`src/verilog/exPkg.sv`:
```
package exPkg;

	// Datapath widths
	localparam int dataW  = 64;
	localparam int addrW  = 32;
	localparam int gprIdW = 6;
	localparam int crIdW  = 5;
	localparam int immW   = 33;	// Bit 32 carries the sign
	localparam int ucW    = 6;
	localparam int opmW   = 5;
	localparam int schmW  = 8;
	localparam int trapW  = 16;

	localparam logic [dataW-1:0] spStep = 64'd8;	// One quadword per push or pop

	// Condition codes, top two bits of the command word
	localparam logic [1:0] ccAl = 2'b00;	// Always
	localparam logic [1:0] ccNv = 2'b01;	// Never
	localparam logic [1:0] ccCt = 2'b10;	// If SR.T set
	localparam logic [1:0] ccCf = 2'b11;	// If SR.T clear

	// Command codes
	localparam logic [ucW-1:0] ucNop    = 6'h00;
	localparam logic [ucW-1:0] ucInvop  = 6'h01;
	localparam logic [ucW-1:0] ucLeaMr  = 6'h02;
	localparam logic [ucW-1:0] ucMovRm  = 6'h03;	// Store
	localparam logic [ucW-1:0] ucMovMr  = 6'h04;	// Load
	localparam logic [ucW-1:0] ucPushx  = 6'h05;
	localparam logic [ucW-1:0] ucPopx   = 6'h06;
	localparam logic [ucW-1:0] ucMovRc  = 6'h07;
	localparam logic [ucW-1:0] ucMovCr  = 6'h08;
	localparam logic [ucW-1:0] ucMovIr  = 6'h09;
	localparam logic [ucW-1:0] ucBra    = 6'h0A;
	localparam logic [ucW-1:0] ucBraNb  = 6'h0B;	// Branch not taken
	localparam logic [ucW-1:0] ucBsr    = 6'h0C;
	localparam logic [ucW-1:0] ucJmp    = 6'h0D;
	localparam logic [ucW-1:0] ucJsr    = 6'h0E;
	localparam logic [ucW-1:0] ucOpIxt  = 6'h0F;

	// Sub-op codes under ucOpIxt
	localparam logic [5:0] ixNop   = 6'h00;
	localparam logic [5:0] ixSleep = 6'h01;
	localparam logic [5:0] ixBreak = 6'h02;
	localparam logic [5:0] ixClrt  = 6'h03;
	localparam logic [5:0] ixSett  = 6'h04;
	localparam logic [5:0] ixClrs  = 6'h05;
	localparam logic [5:0] ixSets  = 6'h06;
	localparam logic [5:0] ixNott  = 6'h07;
	localparam logic [5:0] ixNots  = 6'h08;
	localparam logic [5:0] ixRte   = 6'h09;
	localparam logic [5:0] ixTrapa = 6'h0A;
	localparam logic [5:0] ixSyse  = 6'h0B;

	// Memory ops: {dir[1:0], sign, size[1:0]}, dir 01 is load and 10 is store
	localparam logic [opmW-1:0] opmReady = 5'b00_0_00;
	localparam logic [opmW-1:0] opmRdQ   = 5'b01_0_11;
	localparam logic [opmW-1:0] opmWrQ   = 5'b10_0_11;

	// Register IDs
	localparam logic [gprIdW-1:0] grZzr = 6'h3F;	// Null GPR
	localparam logic [crIdW-1:0]  crZzr = 5'h1F;	// Null control register
	localparam logic [crIdW-1:0]  crPc  = 5'h00;
	localparam logic [crIdW-1:0]  grImm = 5'h1E;	// Implicit special register

	localparam int schmSp = 0;	// SP bit in the changed mask

	// Trap codes
	localparam logic [trapW-1:0] trapRte   = 16'hFF00;
	localparam logic [11:0]      trapaBase = 12'hC08;
	localparam logic [3:0]       syseBase  = 4'hE;

	// Extension word, read as a memory form or as a sub-op
	typedef union packed {
		struct packed {
			logic [1:0] resv;
			logic [1:0] size;	// Log2 of access bytes, also index scale
			logic       unused;
			logic       sign;
			logic [1:0] srcSel;
		} mem;
		struct packed {
			logic [1:0] resv;
			logic [5:0] subOp;
		} sub;
	} ixtWord_t;

endpackage

```
`src/verilog/exAgu.sv`:
```
`timescale 1ns/1ps

module exAgu (
	input  logic [exPkg::addrW-1:0] base,
	input  logic [exPkg::addrW-1:0] index,
	input  exPkg::ixtWord_t         ixt,
	output logic [exPkg::addrW-1:0] aguAddr
);

	logic [exPkg::addrW-1:0] scaledIndex;

	// Index scaled by access size
	always_comb begin
		case (ixt.mem.size)
			2'd0:    scaledIndex = index;
			2'd1:    scaledIndex = {index[exPkg::addrW-2:0], 1'b0};
			2'd2:    scaledIndex = {index[exPkg::addrW-3:0], 2'b00};
			default: scaledIndex = {index[exPkg::addrW-4:0], 3'b000};
		endcase
	end

	assign aguAddr = base + scaledIndex;	// Wraps at 32 bits

endmodule

```
`src/verilog/exEx1.sv`:
```
`timescale 1ns/1ps

module exEx1 (
	input  logic                     clock,
	input  logic                     arstN,
	input  logic [7:0]               opUCmd,
	input  logic [7:0]               opUIxt,
	input  logic                     opBraFlush,
	input  logic                     opPreBra,
	input  logic [exPkg::gprIdW-1:0] regIdRm,
	input  logic [exPkg::dataW-1:0]  regValRs,	// Base
	input  logic [exPkg::dataW-1:0]  regValRt,	// Index
	input  logic [exPkg::dataW-1:0]  regValRm,	// Store data
	input  logic [exPkg::dataW-1:0]  regValCRm,
	input  logic [exPkg::addrW-1:0]  regValPc,
	input  logic [exPkg::immW-1:0]   regValImm,
	input  logic [exPkg::dataW-1:0]  regInSp,
	input  logic [exPkg::dataW-1:0]  regInDlr,
	input  logic [exPkg::addrW-1:0]  regInLr,
	input  logic [exPkg::dataW-1:0]  regInSr,
	input  logic [exPkg::schmW-1:0]  regInSchm,
	output logic                     exHold,
	output logic [exPkg::gprIdW-1:0] regIdRn1,
	output logic [exPkg::dataW-1:0]  regValRn1,
	output logic [exPkg::crIdW-1:0]  regIdCn1,
	output logic [exPkg::dataW-1:0]  regValCn1,
	output logic [exPkg::gprIdW-1:0] heldIdRn1,
	output logic [exPkg::crIdW-1:0]  heldIdCn1,
	output logic [exPkg::dataW-1:0]  regOutSp,
	output logic [exPkg::addrW-1:0]  regOutLr,
	output logic [exPkg::dataW-1:0]  regOutSr,
	output logic [exPkg::schmW-1:0]  regOutSchm,
	output logic [exPkg::addrW-1:0]  memAddr,
	output logic [exPkg::opmW-1:0]   memOpm,
	output logic [exPkg::dataW-1:0]  memDataOut,
	output logic [exPkg::trapW-1:0]  exTrapExc
);

	logic [exPkg::ucW-1:0]    ucEff;
	logic [exPkg::addrW-1:0]  aguAddr;
	logic [exPkg::gprIdW-1:0] nIdRn1;
	logic [exPkg::dataW-1:0]  nValRn1;
	logic [exPkg::crIdW-1:0]  nIdCn1;
	logic [exPkg::dataW-1:0]  nValCn1;
	logic [exPkg::gprIdW-1:0] nHeldIdRn1;
	logic [exPkg::crIdW-1:0]  nHeldIdCn1;
	logic [exPkg::dataW-1:0]  nOutSp;
	logic [exPkg::addrW-1:0]  nOutLr;
	logic [exPkg::dataW-1:0]  nOutSr;
	logic [exPkg::schmW-1:0]  nOutSchm;
	logic [exPkg::addrW-1:0]  nMemAddr;
	logic [exPkg::opmW-1:0]   nMemOpm;
	logic [exPkg::dataW-1:0]  nMemDataOut;
	logic [exPkg::trapW-1:0]  nTrapExc;

	exPredicate exPredicate_i (
		.opUCmd     (opUCmd),
		.opBraFlush (opBraFlush),
		.srT        (regInSr[0]),	// SR.T
		.ucEff      (ucEff)
	);

	exAgu exAgu_i (
		.base    (regValRs[exPkg::addrW-1:0]),
		.index   (regValRt[exPkg::addrW-1:0]),
		.ixt     (opUIxt),
		.aguAddr (aguAddr)
	);

	exUcmdDecode exUcmdDecode_i (
		.ucEff       (ucEff),
		.ixt         (opUIxt),
		.opPreBra    (opPreBra),
		.aguAddr     (aguAddr),
		.regIdRm     (regIdRm),
		.regValRs    (regValRs),
		.regValRm    (regValRm),
		.regValCRm   (regValCRm),
		.regValPc    (regValPc),
		.regValImm   (regValImm),
		.regInSp     (regInSp),
		.regInLr     (regInLr),
		.regInSr     (regInSr),
		.regInDlr    (regInDlr),
		.regInSchm   (regInSchm),
		.exHold      (exHold),	// Same cycle, not latched
		.nIdRn1      (nIdRn1),
		.nValRn1     (nValRn1),
		.nIdCn1      (nIdCn1),
		.nValCn1     (nValCn1),
		.nHeldIdRn1  (nHeldIdRn1),
		.nHeldIdCn1  (nHeldIdCn1),
		.nOutSp      (nOutSp),
		.nOutLr      (nOutLr),
		.nOutSr      (nOutSr),
		.nOutSchm    (nOutSchm),
		.nMemAddr    (nMemAddr),
		.nMemOpm     (nMemOpm),
		.nMemDataOut (nMemDataOut),
		.nTrapExc    (nTrapExc)
	);

	exStageLatch exStageLatch_i (
		.clock       (clock),
		.arstN       (arstN),
		.nIdRn1      (nIdRn1),
		.nValRn1     (nValRn1),
		.nIdCn1      (nIdCn1),
		.nValCn1     (nValCn1),
		.nHeldIdRn1  (nHeldIdRn1),
		.nHeldIdCn1  (nHeldIdCn1),
		.nOutSp      (nOutSp),
		.nOutLr      (nOutLr),
		.nOutSr      (nOutSr),
		.nOutSchm    (nOutSchm),
		.nMemAddr    (nMemAddr),
		.nMemOpm     (nMemOpm),
		.nMemDataOut (nMemDataOut),
		.nTrapExc    (nTrapExc),
		.regIdRn1    (regIdRn1),
		.regValRn1   (regValRn1),
		.regIdCn1    (regIdCn1),
		.regValCn1   (regValCn1),
		.heldIdRn1   (heldIdRn1),
		.heldIdCn1   (heldIdCn1),
		.regOutSp    (regOutSp),
		.regOutLr    (regOutLr),
		.regOutSr    (regOutSr),
		.regOutSchm  (regOutSchm),
		.memAddr     (memAddr),
		.memOpm      (memOpm),
		.memDataOut  (memDataOut),
		.exTrapExc   (exTrapExc)
	);

endmodule

```
`src/verilog/exPredicate.sv`:
```
`timescale 1ns/1ps

module exPredicate (
	input  logic [7:0]              opUCmd,
	input  logic                    opBraFlush,
	input  logic                    srT,
	output logic [exPkg::ucW-1:0]   ucEff
);

	logic opEnable;

	// Condition code against SR.T
	always_comb begin
		case (opUCmd[7:6])
			exPkg::ccAl: opEnable = 1'b1;
			exPkg::ccNv: opEnable = 1'b0;
			exPkg::ccCt: opEnable = srT;
			exPkg::ccCf: opEnable = !srT;
			default:     opEnable = 1'b0;
		endcase
	end

	always_comb begin
		if (opBraFlush) begin
			ucEff = exPkg::ucNop;	// Flushed op does nothing at all
		end else if (opEnable) begin
			ucEff = opUCmd[5:0];
		end else if (opUCmd[5:0] == exPkg::ucBra) begin
			// Untaken branch may still need to undo a predicted redirect
			ucEff = exPkg::ucBraNb;
		end else begin
			ucEff = exPkg::ucNop;
		end
	end

endmodule

```
`src/verilog/exStageLatch.sv`:
```
`timescale 1ns/1ps

module exStageLatch (
	input  logic                     clock,
	input  logic                     arstN,
	input  logic [exPkg::gprIdW-1:0] nIdRn1,
	input  logic [exPkg::dataW-1:0]  nValRn1,
	input  logic [exPkg::crIdW-1:0]  nIdCn1,
	input  logic [exPkg::dataW-1:0]  nValCn1,
	input  logic [exPkg::gprIdW-1:0] nHeldIdRn1,
	input  logic [exPkg::crIdW-1:0]  nHeldIdCn1,
	input  logic [exPkg::dataW-1:0]  nOutSp,
	input  logic [exPkg::addrW-1:0]  nOutLr,
	input  logic [exPkg::dataW-1:0]  nOutSr,
	input  logic [exPkg::schmW-1:0]  nOutSchm,
	input  logic [exPkg::addrW-1:0]  nMemAddr,
	input  logic [exPkg::opmW-1:0]   nMemOpm,
	input  logic [exPkg::dataW-1:0]  nMemDataOut,
	input  logic [exPkg::trapW-1:0]  nTrapExc,
	output logic [exPkg::gprIdW-1:0] regIdRn1,
	output logic [exPkg::dataW-1:0]  regValRn1,
	output logic [exPkg::crIdW-1:0]  regIdCn1,
	output logic [exPkg::dataW-1:0]  regValCn1,
	output logic [exPkg::gprIdW-1:0] heldIdRn1,
	output logic [exPkg::crIdW-1:0]  heldIdCn1,
	output logic [exPkg::dataW-1:0]  regOutSp,
	output logic [exPkg::addrW-1:0]  regOutLr,
	output logic [exPkg::dataW-1:0]  regOutSr,
	output logic [exPkg::schmW-1:0]  regOutSchm,
	output logic [exPkg::addrW-1:0]  memAddr,
	output logic [exPkg::opmW-1:0]   memOpm,
	output logic [exPkg::dataW-1:0]  memDataOut,
	output logic [exPkg::trapW-1:0]  exTrapExc
);

	always_ff @(posedge clock or negedge arstN) begin
		if (!arstN) begin
			regIdRn1   <= exPkg::grZzr;	// Null destinations
			regValRn1  <= '0;
			regIdCn1   <= exPkg::crZzr;
			regValCn1  <= '0;
			heldIdRn1  <= exPkg::grZzr;
			heldIdCn1  <= exPkg::crZzr;
			regOutSp   <= '0;
			regOutLr   <= '0;
			regOutSr   <= '0;
			regOutSchm <= '0;
			memAddr    <= '0;
			memOpm     <= exPkg::opmReady;	// No memory request
			memDataOut <= '0;
			exTrapExc  <= '0;
		end else begin
			regIdRn1   <= nIdRn1;
			regValRn1  <= nValRn1;
			regIdCn1   <= nIdCn1;
			regValCn1  <= nValCn1;
			heldIdRn1  <= nHeldIdRn1;
			heldIdCn1  <= nHeldIdCn1;
			regOutSp   <= nOutSp;
			regOutLr   <= nOutLr;
			regOutSr   <= nOutSr;
			regOutSchm <= nOutSchm;
			memAddr    <= nMemAddr;
			memOpm     <= nMemOpm;
			memDataOut <= nMemDataOut;
			exTrapExc  <= nTrapExc;
		end
	end

endmodule

```
`src/verilog/exUcmdDecode.sv`:
```
`timescale 1ns/1ps

module exUcmdDecode (
	input  logic [exPkg::ucW-1:0]    ucEff,
	input  exPkg::ixtWord_t          ixt,
	input  logic                     opPreBra,
	input  logic [exPkg::addrW-1:0]  aguAddr,
	input  logic [exPkg::gprIdW-1:0] regIdRm,
	input  logic [exPkg::dataW-1:0]  regValRs,
	input  logic [exPkg::dataW-1:0]  regValRm,
	input  logic [exPkg::dataW-1:0]  regValCRm,
	input  logic [exPkg::addrW-1:0]  regValPc,
	input  logic [exPkg::immW-1:0]   regValImm,
	input  logic [exPkg::dataW-1:0]  regInSp,
	input  logic [exPkg::addrW-1:0]  regInLr,
	input  logic [exPkg::dataW-1:0]  regInSr,
	input  logic [exPkg::dataW-1:0]  regInDlr,
	input  logic [exPkg::schmW-1:0]  regInSchm,
	output logic                     exHold,
	output logic [exPkg::gprIdW-1:0] nIdRn1,
	output logic [exPkg::dataW-1:0]  nValRn1,
	output logic [exPkg::crIdW-1:0]  nIdCn1,
	output logic [exPkg::dataW-1:0]  nValCn1,
	output logic [exPkg::gprIdW-1:0] nHeldIdRn1,
	output logic [exPkg::crIdW-1:0]  nHeldIdCn1,
	output logic [exPkg::dataW-1:0]  nOutSp,
	output logic [exPkg::addrW-1:0]  nOutLr,
	output logic [exPkg::dataW-1:0]  nOutSr,
	output logic [exPkg::schmW-1:0]  nOutSchm,
	output logic [exPkg::addrW-1:0]  nMemAddr,
	output logic [exPkg::opmW-1:0]   nMemOpm,
	output logic [exPkg::dataW-1:0]  nMemDataOut,
	output logic [exPkg::trapW-1:0]  nTrapExc
);

	logic [exPkg::dataW-1:0] spAdd8;
	logic [exPkg::dataW-1:0] spSub8;
	logic [exPkg::dataW-1:0] pcExt;
	logic [exPkg::dataW-1:0] aguExt;
	logic [exPkg::dataW-1:0] jmpExt;

	// SP steps touch bits 27..3 only, carry stops there
	assign spAdd8 = {regInSp[63:28], regInSp[27:3] + exPkg::spStep[27:3], regInSp[2:0]};
	assign spSub8 = {regInSp[63:28], regInSp[27:3] - exPkg::spStep[27:3], regInSp[2:0]};

	assign pcExt  = {{(exPkg::dataW-exPkg::addrW){1'b0}}, regValPc};
	assign aguExt = {{(exPkg::dataW-exPkg::addrW){1'b0}}, aguAddr};
	assign jmpExt = {{(exPkg::dataW-exPkg::addrW){1'b0}}, regValRs[exPkg::addrW-1:0]};

	always_comb begin
		nIdRn1      = exPkg::grZzr;
		nValRn1     = '0;
		nIdCn1      = exPkg::crZzr;
		nValCn1     = '0;
		nHeldIdRn1  = exPkg::grZzr;
		nHeldIdCn1  = exPkg::crZzr;
		nOutSp      = regInSp;
		nOutLr      = regInLr;
		nOutSr      = regInSr;
		nOutSchm    = regInSchm;
		nMemAddr    = aguAddr;
		nMemOpm     = exPkg::opmReady;
		nMemDataOut = regValRm;
		nTrapExc    = '0;
		exHold      = 1'b0;

		case (ucEff)
			exPkg::ucNop: begin
			end
			exPkg::ucLeaMr: begin
				nIdRn1  = regIdRm;
				nValRn1 = aguExt;
			end
			exPkg::ucMovRm: begin
				nMemOpm = {2'b10, ixt.mem.sign, ixt.mem.size};
			end
			exPkg::ucMovMr: begin
				nMemOpm    = {2'b01, ixt.mem.sign, ixt.mem.size};
				nHeldIdRn1 = regIdRm;	// Result arrives in a later stage
			end
			exPkg::ucPushx: begin
				nMemAddr   = spSub8[exPkg::addrW-1:0];	// Pre-decrement
				nOutSp     = spSub8;
				nMemOpm    = exPkg::opmWrQ;
				nHeldIdCn1 = exPkg::grImm;
				nOutSchm[exPkg::schmSp] = 1'b1;
				case (ixt.mem.srcSel)
					2'd0:    nMemDataOut = regValRs;
					2'd1:    nMemDataOut = regValCRm;
					2'd2:    nMemDataOut = '0;	// FPR source not present
					default: nMemDataOut = regValRs;
				endcase
			end
			exPkg::ucPopx: begin
				nMemAddr   = regInSp[exPkg::addrW-1:0];	// Post-increment
				nOutSp     = spAdd8;
				nMemOpm    = exPkg::opmRdQ;
				nHeldIdCn1 = exPkg::grImm;
				nOutSchm[exPkg::schmSp] = 1'b1;
			end
			exPkg::ucMovRc: begin
				nIdCn1  = regIdRm[exPkg::crIdW-1:0];
				nValCn1 = regValRs;
			end
			exPkg::ucMovCr: begin
				nIdRn1  = regIdRm;
				nValRn1 = regValCRm;
			end
			exPkg::ucMovIr: begin
				nIdRn1 = regIdRm;
				case (ixt.mem.srcSel)
					2'd0: begin
						nValRn1 = {{(exPkg::dataW-32){regValImm[exPkg::immW-1]}},
							regValImm[31:0]};
					end
					2'd1:    nValRn1 = {regValRs[55:0], regValImm[7:0]};
					2'd2:    nValRn1 = {regValRs[47:0], regValImm[15:0]};
					default: nValRn1 = {regValRs[31:0], regValImm[31:0]};
				endcase
			end
			exPkg::ucBraNb: begin
				// Fetch already went ahead, point PC back past the branch
				if (opPreBra) begin
					nIdCn1  = exPkg::crPc;
					nValCn1 = pcExt;
				end
			end
			exPkg::ucBra: begin
				if (!opPreBra) begin
					nIdCn1  = exPkg::crPc;
					nValCn1 = aguExt;
				end
			end
			exPkg::ucBsr: begin
				nOutLr = regValPc;
				if (!opPreBra) begin
					nIdCn1  = exPkg::crPc;
					nValCn1 = aguExt;
				end
			end
			exPkg::ucJmp: begin
				nIdCn1  = exPkg::crPc;
				nValCn1 = jmpExt;
			end
			exPkg::ucJsr: begin
				nOutLr  = regValPc;
				nIdCn1  = exPkg::crPc;
				nValCn1 = jmpExt;
			end
			exPkg::ucOpIxt: begin
				case (ixt.sub.subOp)
					exPkg::ixNop, exPkg::ixSleep: begin
					end
					exPkg::ixClrt: nOutSr[0] = 1'b0;
					exPkg::ixSett: nOutSr[0] = 1'b1;
					exPkg::ixNott: nOutSr[0] = !regInSr[0];
					exPkg::ixClrs: nOutSr[1] = 1'b0;
					exPkg::ixSets: nOutSr[1] = 1'b1;
					exPkg::ixNots: nOutSr[1] = !regInSr[1];
					exPkg::ixTrapa: nTrapExc = {exPkg::trapaBase, regIdRm[3:0]};
					exPkg::ixSyse:  nTrapExc = {exPkg::syseBase, regInDlr[11:0]};
					exPkg::ixRte:   nTrapExc = exPkg::trapRte;
					default: exHold = 1'b1;	// Break and unknown sub-ops
				endcase
			end
			default: exHold = 1'b1;	// ucInvop lands here too
		endcase
	end

endmodule
```
`config.mk`:
```
export PLATFORM = sky130hd
export DESIGN_NAME = exEx1
export DESIGN_NICKNAME = d
export VERILOG_FILES = /design/src/verilog/exPkg.sv /design/src/verilog/exAgu.sv /design/src/verilog/exEx1.sv /design/src/verilog/exPredicate.sv /design/src/verilog/exStageLatch.sv /design/src/verilog/exUcmdDecode.sv
export SDC_FILE = /design/constraint.sdc
export NUM_CORES = 1
export LEC_CHECK = 0
export BUFFER_PORTS_ARGS = -buffer_cell sky130_fd_sc_hd__buf_4
export CAP_MARGIN = 10
export CORE_AREA = 2 2 391 393
export DETAILED_ROUTE_END_ITERATION = 12
export DIE_AREA = 0 0 393 395
export MAX_ROUTING_LAYER = met4
export SYNTH_ARGS = -nofsm -noshare
export SYNTH_HDL_FRONTEND = slang
export SYNTH_SLANG_ARGS = --single-unit
```
`constraint.sdc`:
```
create_clock -name clock -period 2.4 [get_ports clock]
set_clock_uncertainty 0.05 [all_clocks]
set_input_delay 0.12 -clock clock [delete_from_list [all_inputs] [get_ports clock]]
set_output_delay 0.12 -clock clock [all_outputs]
set_load 0.05 [all_outputs]
```
==> flow_summary.json <==
{
  "die_area_um2": 155000,
  "drt-total-wl_mm": 158,
  "ant_nets": 0,
  "ys_async_sr_fraction_pct": 100,
  "p_per_area_nw_per_um2": 601,
  "worstPathRequired_ps": 2880,
  "synth_top_area_share_pct": 51.6,
  "period_needed_ps": 2330,
  "rsz0062_at_grt": "true",
  "clockRootBuffer": "clkbuf_16",
  "worstHoldStart": "regValRs[22]",
  "synth_seq_cells": 430,
  "core_um2": 151000,
  "vias": 23816,
  "grt_max_degree": 92,
  "synth_flop_cell": "dfrtp_1",
  "overflow": 0,
  "drc": 0,
  "drt_pass1_iterations": 6,
  "io_buffers": 924,
  "synth_commonest_cells": "412 x dfrtp_1, 198 x nor2_1, 186 x nand2_1",
  "power.leakage_uw": 0.0185,
  "n_fill_cell": 15769,
  "antenna_found_initial": 45,
  "hold_end": "exStageLatch_i.regValCn1[22]$_DFF_PN0_",
  "wl_per_cell_um": 27.3,
  "gp_congestion": 0.938,
  "grt_pass1_vias": 25092,
  "slew-limit-headroom_pct": 42.3,
  "crit_type": "in -> reg",
  "yosysMostFrequentCell": "dfrtp_1",
  "final_max_slew_viol_count": 0,
  "tightestPinTransition_ps": 856,
  "multi_input_area_um2": 9120,
  "viasPerCell": 4.10,
  "critPathMaxFanout": 5,
  "cp-start-kind": "input port",
  "regArea_um2": 10800,
  "min_path_cells": 4,
  "final_cell_area_um2": 40300,
  "drive_gt1_share_pct": 42.6,
  "fin_ws_ps": 66.4,
  "clk_pin_slew_worst_paths_ps": 60,
  "htreeDepth": 2,
  "syn_inst": 1921,
  "placed_cell_area_um2": 32500,
  "cts_tree": "done",
  "fin_crit_sh_pct": 97.2,
  "outcome": "complete, no violations",
  "avgSynthCellArea_um2": 10.4,
  "cts.path.max_buffers": 3,
  "grt.total_usage_pct": 20.2,
  "synth_top_area_cell": "dfrtp_1",
  "place_ws_ps": -935,
  "synth_edf_count": 0,
  "max_freq_ghz": 0.429,
  "grt_pass1_wl_mm": 208,
  "tns_ps": 0,
  "hold_class": "in -> reg",
  "cts_made_buffers": 55,
  "die_w_um": 393,
  "synthTopCellsByArea": "dfrtp_1 52%, nor2_1 3.7%, o21ai_0 3.7%",
  "ys_seq_area_share_pct": 54.0,
  "final_cells": 5809,
  "place.detailed.hpwl_mm": 129,
  "ys_types": 74,
  "ir_drop_mv": 0.482,
  "start_util_pct": 13.2,
  "endpoint_kind": "register",
  "syn-cell-area_um2": 20000,
  "cts.sinks": 430,
  "area_growth_pct": 102,
  "num_rows": 143,
  "die_h_um": 395,
  "setup_violations": 0,
  "fin_nets": 4314,
  "finalHoldViolCount": 0,
  "maxCapViolCount": 0,
  "cp.arrival_ps": 2810,
  "io_pins": 1015,
  "drtIter0Drc": 1645,
  "final_util_pct": 26.7,
  "placedCellCount": 5111,
  "yosysWarnings": 0
}
[timing repair]
item,in CTS,in global routing
setup endpoints to repair,24,50
hold buffers,551,2
setup buffers,0,7
pin swaps,3,24
resized for setup,16,51
hold endpoints to repair,837,4
[worst max-delay path: stages]
cell and delay, ps:
buf_4 120, inv_2 50, ha_2 170, or4b_4 500, nor4_4 300, nand2_2 110
buf_4 170, nor2_4 110, a21oi_2 80, or3b_1 400, xnor2_1 130, dlygate4sd3_1 550
[flip-flops by register name (all words and copies together), names as in the netlist, 6 cells and up]
signal / count
exStageLatch_i.memDataOut: 64
exStageLatch_i.regOutSp: 64
exStageLatch_i.regOutSr: 64
exStageLatch_i.regValCn1: 64
exStageLatch_i.regValRn1: 64
exStageLatch_i.memAddr: 32
exStageLatch_i.regOutLr: 32
exStageLatch_i.exTrapExc: 15
exStageLatch_i.regOutSchm: 8
exStageLatch_i.heldIdRn1: 6
exStageLatch_i.regIdRn1: 6
[through the flow]
stage / hold WS [ps] / total power, uW
final: 24.0 / 24300
after global routing: 5.48 / 25300
after CTS: 0.835 / 24600
after detailed placement: -11.1 / 14900
after global placement: -12.9 / 14900
after floorplan: -226 / 10900
[worst max-delay path by stage]
stage,endpoint,from
2_1_floorplan,exStageLatch_i.regValRn1[21]$_DFF_PN0_,opUIxt[4]
3_3_place_gp,exStageLatch_i.memAddr[13]$_DFF_PN0_,opUIxt[4]
3_5_place_dp,exStageLatch_i.memAddr[13]$_DFF_PN0_,opUIxt[4]
4_1_cts,exHold,regInSr[0]
5_1_grt,exHold,regInSr[0]
6_report,exStageLatch_i.regOutSp[23]$_DFF_PN0_,regInSp[3]
[layer usage]
| layer | vias to the layer above | GRT usage (%) | wire length, um |
|---|---|---|---|
| met5 | - | - | 0 |
| met4 | 0 | 8.73 | 7510 |
| met3 | 249 | 5.77 | 14100 |
| met2 | 1280 | 32.9 | 75700 |
| met1 | 11798 | 23.0 | 61100 |
| li1 | 10489 | - | - |
[power breakdown]
part	switching (uW)	internal, uW
clock	3620	5040
combinational	4580	3200
sequential	169	7640
total	8370	15900
[cells by family after synthesis]
logic type | Yosys count | share of synthesized area (%)
AOI/OAI and AO/OA | 491 | 16.0
xor gates and xnor gates | 53 | 2.32
adders and majority gates | 39 | 2.48
buffers and inverters | 193 | 3.81
DFF | 430 | 54.0
muxes | 107 | 7.32
other | 1 | 0.0188
and+or+nand+nor | 607 | 14.0
[final cells by class]
class / count / share of cell area (%)
multi-input cells: 1301 / 22.6
clock inverters: 24 / 0.676
well taps: 2030 / 6.30
diodes: 42 / 0.261
repair buffers: 1856 / 39.0
inverters: 52 / 0.484
clock buffers: 74 / 3.91
flip-flops and latches: 430 / 26.7
[layout by cell type, fill, tap and decap left out, types with 28 or more instances in the layout]
cell / instances
and2_1: 39
dlygate4sd3_1: 550
diode_2: 42
mux2i_1: 46
a221oi_1: 79
buf_12: 32
nand3_1: 39
mux2_2: 32
dfrtp_1: 412
inv_1: 48
buf_4: 1266
clkbuf_16: 55
mux4_2: 28
nand2_1: 182
nor2_1: 193
o21ai_0: 118
a21oi_1: 72
nand4_1: 30
o22ai_1: 31
a22oi_1: 44
(Power assumes the default switching activity.)
